## src/logic/ecc_params.svh

```systemverilog
`ifndef ECC_PARAMS_SVH
`define ECC_PARAMS_SVH

// Width of the protected data word.
`define ECC_DATA_WIDTH 96

// Seven position check bits plus one overall weight bit.
`define ECC_PARITY_WIDTH 8

// Check bits that hold the Hamming position of a data bit.
`define ECC_HAMMING_BITS 7

`endif

```

## src/logic/ecc_pkg.sv

```systemverilog
`default_nettype none

package ecc_pkg;

    `include "ecc_params.svh"

    typedef logic [`ECC_DATA_WIDTH-1:0]   ecc_data_t;
    typedef logic [`ECC_PARITY_WIDTH-1:0] ecc_parity_t;
    typedef logic [`ECC_PARITY_WIDTH-1:0] ecc_syndrome_t;

    // Data bit idx sits at the idx-th position from 3 up that is not a power of two.
    // The top bit makes the column weight odd.
    function automatic ecc_parity_t ecc_column(input int unsigned idx);
        int unsigned seen;
        int unsigned pos;
        logic [`ECC_HAMMING_BITS-1:0] low;
        seen = 0;
        pos  = 0;
        for (int unsigned p = 3; p < (1 << `ECC_HAMMING_BITS); p++) begin
            if ((p & (p - 1)) != 0) begin
                if (seen == idx) begin
                    pos = p;
                end
                seen++;
            end
        end
        low = pos[`ECC_HAMMING_BITS-1:0];
        return {~^low, low};
    endfunction

endpackage

`default_nettype wire

```

## src/logic/ecc_check_if.sv

```systemverilog
`timescale 1ns/1ps
`default_nettype none

interface ecc_check_if
    import ecc_pkg::*;
();

    logic      valid;
    ecc_data_t data;
    logic      bypass;
    // One-hot, or zero when no data bit is to be flipped.
    ecc_data_t mask;
    logic      sbit;
    logic      dbit;

    modport producer (output valid, data, bypass, mask, sbit, dbit);

    modport consumer (input valid, data, bypass, mask, sbit, dbit);

endinterface

`default_nettype wire

```

## src/logic/ecc_parity_gen.sv

```systemverilog
`timescale 1ns/1ps
`default_nettype none

module ecc_parity_gen
    import ecc_pkg::*;
(
    input  ecc_data_t   data,
    output ecc_parity_t parity
);

    // Set of data bits that feed check bit j.
    function automatic ecc_data_t column_select(input int unsigned j);
        ecc_data_t   sel;
        ecc_parity_t col;
        sel = '0;
        for (int unsigned k = 0; k < $bits(ecc_data_t); k++) begin
            col = ecc_column(k);
            sel[k] = col[j];
        end
        return sel;
    endfunction

    ecc_data_t terms [$bits(ecc_parity_t)];

    genvar j;
    generate
        for (j = 0; j < $bits(ecc_parity_t); j++) begin : g_check
            localparam ecc_data_t col_sel = column_select(j);

            // Keep only the data bits covered by this check bit.
            assign terms[j] = data & col_sel;

            assign parity[j] = ^terms[j];
        end
    endgenerate

endmodule

`default_nettype wire

```

## src/logic/ecc_syndrome_decode.sv

```systemverilog
`timescale 1ns/1ps
`default_nettype none

module ecc_syndrome_decode
    import ecc_pkg::*;
(
    input  logic        valid,
    input  ecc_data_t   data,
    input  logic        bypass,
    input  ecc_parity_t parity_stored,
    input  ecc_parity_t parity_calc,
    ecc_check_if.producer chk
);

    ecc_syndrome_t syndrome;
    ecc_syndrome_t syndrome_less_one;
    ecc_data_t     flip_mask;
    logic          syndrome_zero;
    logic          syndrome_one_hot;
    logic          column_hit;

    assign syndrome = parity_stored ^ parity_calc;

    // Each data bit owns exactly one syndrome value, its column.
    genvar k;
    generate
        for (k = 0; k < $bits(ecc_data_t); k++) begin : g_match
            localparam ecc_parity_t col = ecc_column(k);

            assign flip_mask[k] = (syndrome == col);
        end
    endgenerate

    assign column_hit = |flip_mask;

    assign syndrome_zero = (syndrome == '0);

    // A lone set bit points at a check bit, not at data.
    assign syndrome_less_one = syndrome - ecc_syndrome_t'(1);
    assign syndrome_one_hot  = !syndrome_zero && ((syndrome & syndrome_less_one) == '0);

    assign chk.valid  = valid;
    assign chk.data   = data;
    assign chk.bypass = bypass;
    assign chk.mask   = flip_mask;

    assign chk.sbit = column_hit || syndrome_one_hot;

    // Even-weight or unused syndromes cannot be corrected.
    assign chk.dbit = !syndrome_zero && !column_hit && !syndrome_one_hot;

endmodule

`default_nettype wire

```

## src/logic/ecc_correct_stage.sv

```systemverilog
`timescale 1ns/1ps
`default_nettype none

module ecc_correct_stage
    import ecc_pkg::*;
(
    input  logic          clk,
    input  logic          rst_n,
    ecc_check_if.consumer chk,
    output logic          out_valid,
    output ecc_data_t     data_out,
    output logic          sbit_err,
    output logic          dbit_err
);

    ecc_data_t data_next;

    // Bypass returns the word exactly as presented.
    assign data_next = chk.bypass ? chk.data : (chk.data ^ chk.mask);

    always_ff @(posedge clk or negedge rst_n) begin
        if (!rst_n) begin
            out_valid <= 1'b0;
            data_out  <= '0;
            sbit_err  <= 1'b0;
            dbit_err  <= 1'b0;
        end else begin
            out_valid <= chk.valid;
            sbit_err  <= chk.valid && !chk.bypass && chk.sbit;
            dbit_err  <= chk.valid && !chk.bypass && chk.dbit;
            // Holds the last accepted word between valid cycles.
            if (chk.valid) begin
                data_out <= data_next;
            end
        end
    end

endmodule

`default_nettype wire

```

## src/logic/ecc_96_top.sv

```systemverilog
`timescale 1ns/1ps
`default_nettype none

`include "ecc_params.svh"

module ecc_96_top (
    input  logic                         clk,
    input  logic                         rst_n,
    input  logic                         in_valid,
    input  logic [`ECC_DATA_WIDTH-1:0]   data_in,
    input  logic [`ECC_PARITY_WIDTH-1:0] parity_in,
    input  logic                         bypass,
    output logic [`ECC_PARITY_WIDTH-1:0] parity_out,
    output logic                         out_valid,
    output logic [`ECC_DATA_WIDTH-1:0]   data_out,
    output logic                         sbit_err,
    output logic                         dbit_err
);

    ecc_check_if chk_if ();

    // Check bits for the write path, also reused for the read check.
    ecc_parity_gen u_parity_gen (
        .data   (data_in),
        .parity (parity_out)
    );

    ecc_syndrome_decode u_syndrome_decode (
        .valid         (in_valid),
        .data          (data_in),
        .bypass        (bypass),
        .parity_stored (parity_in),
        .parity_calc   (parity_out),
        .chk           (chk_if.producer)
    );

    ecc_correct_stage u_correct_stage (
        .clk       (clk),
        .rst_n     (rst_n),
        .chk       (chk_if.consumer),
        .out_valid (out_valid),
        .data_out  (data_out),
        .sbit_err  (sbit_err),
        .dbit_err  (dbit_err)
    );

endmodule

`default_nettype wire

```

## config.mk

```make
export PLATFORM = sky130hd
export DESIGN_NAME = ecc_96_top
export DESIGN_NICKNAME = d
export VERILOG_FILES = /design/src/logic/ecc_pkg.sv /design/src/logic/ecc_check_if.sv /design/src/logic/ecc_parity_gen.sv /design/src/logic/ecc_syndrome_decode.sv /design/src/logic/ecc_correct_stage.sv /design/src/logic/ecc_96_top.sv
export VERILOG_INCLUDE_DIRS = /design/src /design/src/logic
export SDC_FILE = /design/constraint.sdc
export NUM_CORES = 1
export LEC_CHECK = 0
export ABC_CLOCK_PERIOD_IN_PS = 1830
export BUFFER_PORTS_ARGS = -buffer_cell sky130_fd_sc_hd__buf_2
export CELL_PAD_IN_SITES_DETAIL_PLACEMENT = 1
export CELL_PAD_IN_SITES_GLOBAL_PLACEMENT = 1
export CORE_ASPECT_RATIO = 0.9
export CORE_MARGIN = 3
export CORE_UTILIZATION = 25
export DETAILED_ROUTE_END_ITERATION = 10
export PLACE_DENSITY_LB_ADDON = 0.1
export SYNTH_ARGS = -nofsm -noshare
export SYNTH_HDL_FRONTEND = slang
export SYNTH_SLANG_ARGS = --single-unit
export TNS_END_PERCENT = 5
```

## constraint.sdc

```tcl
create_clock -name clk -period 1.83 [get_ports clk]
set_input_delay 0.183 -clock clk [delete_from_list [all_inputs] [get_ports clk]]
set_output_delay 0.183 -clock clk [all_outputs]
set_load 0.02 [all_outputs]
```

==> flow_summary.json <==
{
  "synth-seq-area-share_pct": 30.0,
  "synth_edf_count": 0,
  "die_h_um": 178,
  "dp_hpwl_um": 35100,
  "setup_viol": 106,
  "clk_latency_ns": 0.36,
  "slew_viol_final": 0,
  "gp_congestion": 0.906,
  "overflow": 0,
  "start_kind": "input port",
  "wl_um": 43000,
  "cp.arrival_ns": 3.85,
  "antennaDiodeCount": 0,
  "r2r_slack_ns": 1.02,
  "finalHoldWorstSlack_ns": 0.0465,
  "post-route-min-period_ns": 3.58,
  "rsz0062_at_grt": "true",
  "core_um2": 32300,
  "vias_per_cell": 4.67,
  "syn_area_um2": 8260,
  "synthCells": 909,
  "area_growth_pct": 64.1,
  "wirelength_met1_um": 20300,
  "grt_first_pass_wirelength_um": 62500,
  "clkSlewWorstSetupHoldPaths_ns": 0.09,
  "antenna_found_initial": 0,
  "crit_type": "in2reg",
  "crit_required_ns": 2.10,
  "finClkSkew_ns": 0,
  "firstDrtPassIters": 4,
  "fmax_mhz": 279,
  "fp.dieArea_um2": 35300,
  "start_util_pct": 25.6,
  "path_max_fanout": 5,
  "ys_warn_count": 0,
  "end_kind": "register",
  "ys.flop_type": "dfrtp_1",
  "drtAntennaViolNets": 0,
  "hold_violations": 0,
  "port_buffers": 214,
  "ios": 215,
  "violations": "setup timing",
  "grt_use_total_pct": 24.4,
  "outcome": "complete, but fails checks",
  "min_period_over_period_pct": 196,
  "drive_gt1_share_pct": 48.3,
  "final_util_pct": 42.0,
  "rows": 62,
  "synth.avg_cell_area_um2": 9.09,
  "cap_violations": 0,
  "first_iter_violations": 467,
  "async_flop_share_pct": 100,
  "grt_pass1_vias": 9125,
  "vias": 8507,
  "yosys_register_bits": 99,
  "seq_area_um2": 2480,
  "met3_wirelength_um": 1510,
  "grt_max_degree": 93,
  "tns_ns": -128.89,
  "hp-class": "in2reg",
  "synth_cell_types": 52,
  "route.detailed.drc": 0,
  "route.detailed.wl_per_inst_um": 23.6,
  "multi_input_area_um2": 6370,
  "top_layer": "met4",
  "htree_levels": 3,
  "met2WireLength_um": 20600,
  "root_buffer": "clkbuf_16",
  "worst_pin_slew_ns": 0.609,
  "fin_ws_ns": -1.75,
  "ctsLongestPathBuffers": 2,
  "syn_nets": 1017,
  "relSlewSlack_pct": 58.3,
  "die_w_um": 198,
  "cts_buffers": 9,
  "cts_sinks": 99,
  "cts_tree": "yes",
  "fillers": 3751,
  "fin_nets": 1508
}
[sequential cells by signal, indices dropped and copies added (netlist names)]
| register | count |
|---|---|
| u_correct_stage.dbit_err | 1 |
| u_correct_stage.sbit_err | 1 |
| u_correct_stage.data_out | 96 |
| u_correct_stage.out_valid | 1 |
[critical path, cell delays in order]
cell and delay [ns]:
clkbuf_4 0.16, buf_4 0.16, xnor2_2 0.14, xnor2_2 0.26, xnor2_1 0.19, xnor3_2 0.53
xor3_2 0.52, buf_12 0.18, xnor2_1 0.13, nor3_1 0.07, o211ai_1 0.24, o211ai_1 0.14
or4b_4 0.58, o311a_1 0.34
[stage by stage]
stage	instances	area [um^2]	setup WS [ns]
after floorplan	909	8360	-1.48
after global placement	1790	12200	-2.83
after global routing	1821	13600	-1.82
final	1821	13600	-1.75
after detailed placement	1790	12200	-2.64
after CTS	1818	12900	-1.71
[synth_stat cells (7+ instances only)]
library cell  count  area share, %
xnor2_1         120             13
o21ai_0           7           0.42
nand2_1         123            5.6
xnor2_2           8            1.6
buf_2            13           0.79
nand4_1          14            1.1
a21oi_1         101            6.1
nor3_1           19            1.2
nor2_1          119            5.4
xnor3_1          33            9.0
dfrtp_1          99             30
nor4_1           18            1.4
xor2_1          119             13
clkbuf_1         31            1.4
[layer usage]
layer / global-route usage [%] / vias to the layer above
li1: - / 4044
met2: 40.6 / 194
met5: 0 / -
met1: 34.8 / 4239
met3: 2.38 / 30
met4: 4.95 / 0
[logic make-up (layout without fill, tap and decap cells)]
family / Yosys count / in the layout / share of synthesized area, %
XOR/XNOR: 295 / 295 / 40.2
AO/OA/AOI/OAI: 152 / 152 / 10.6
multiplexers: 2 / 2 / 0.273
buffers and inverters: 50 / 546 / 2.65
flip-flops: 99 / 99 / 30.0
AND/OR/NAND/NOR: 311 / 311 / 16.3
[cell type report]
type,count,area share (%)
clock buffers,10,1.76
clock inverters,6,0.572
inverters,3,0.0830
multi-input cells,760,47.0
flip-flops and latches,99,18.3
well taps,416,3.84
repair buffers,527,28.5
[path summary, 6_finish.rpt]
path                                                     startpoint                                       end  cells after the start
min reg2reg                u_correct_stage.data_out[17]$_DFFE_PN0P_  u_correct_stage.data_out[17]$_DFFE_PN0P_                      2
min in group asynchronous                                     rst_n  u_correct_stage.data_out[18]$_DFFE_PN0P_                      2
min                                                        in_valid       u_correct_stage.out_valid$_DFF_PN0_                      1
max                                                     data_in[95]        u_correct_stage.sbit_err$_DFF_PN0_                     14
max reg2reg                 u_correct_stage.data_out[8]$_DFFE_PN0P_   u_correct_stage.data_out[8]$_DFFE_PN0P_                      1
max in group asynchronous                                     rst_n  u_correct_stage.data_out[74]$_DFFE_PN0P_                      3
[placed cells by master, fill, tap and decap left out, types with 7 or more instances in the layout]
cell type / count
xnor3_2: 16
nor3_4: 9
nor3_1: 7
buf_6: 40
xnor3_1: 23
dfrtp_1: 99
nor4_1: 16
nand2_4: 7
xor2_1: 97
clkbuf_16: 9
nand4_1: 14
nor2_1: 110
a21oi_1: 98
xnor2_1: 90
buf_12: 20
xor2_2: 19
nand2_1: 110
buf_4: 259
buf_2: 203
xnor2_2: 33
nand2_2: 9
[timing repair]
item	4_1_cts	5_1_grt
endpoints found under the setup margin	106	106
hold endpoints to repair	99	0
resized for setup	62	126
hold buffers	1	0
buffers inserted	11	4
pin swaps	17	45
Power is not shown: default switching activity piles up to over one toggle a cycle in this logic, so the estimate is an artifact.
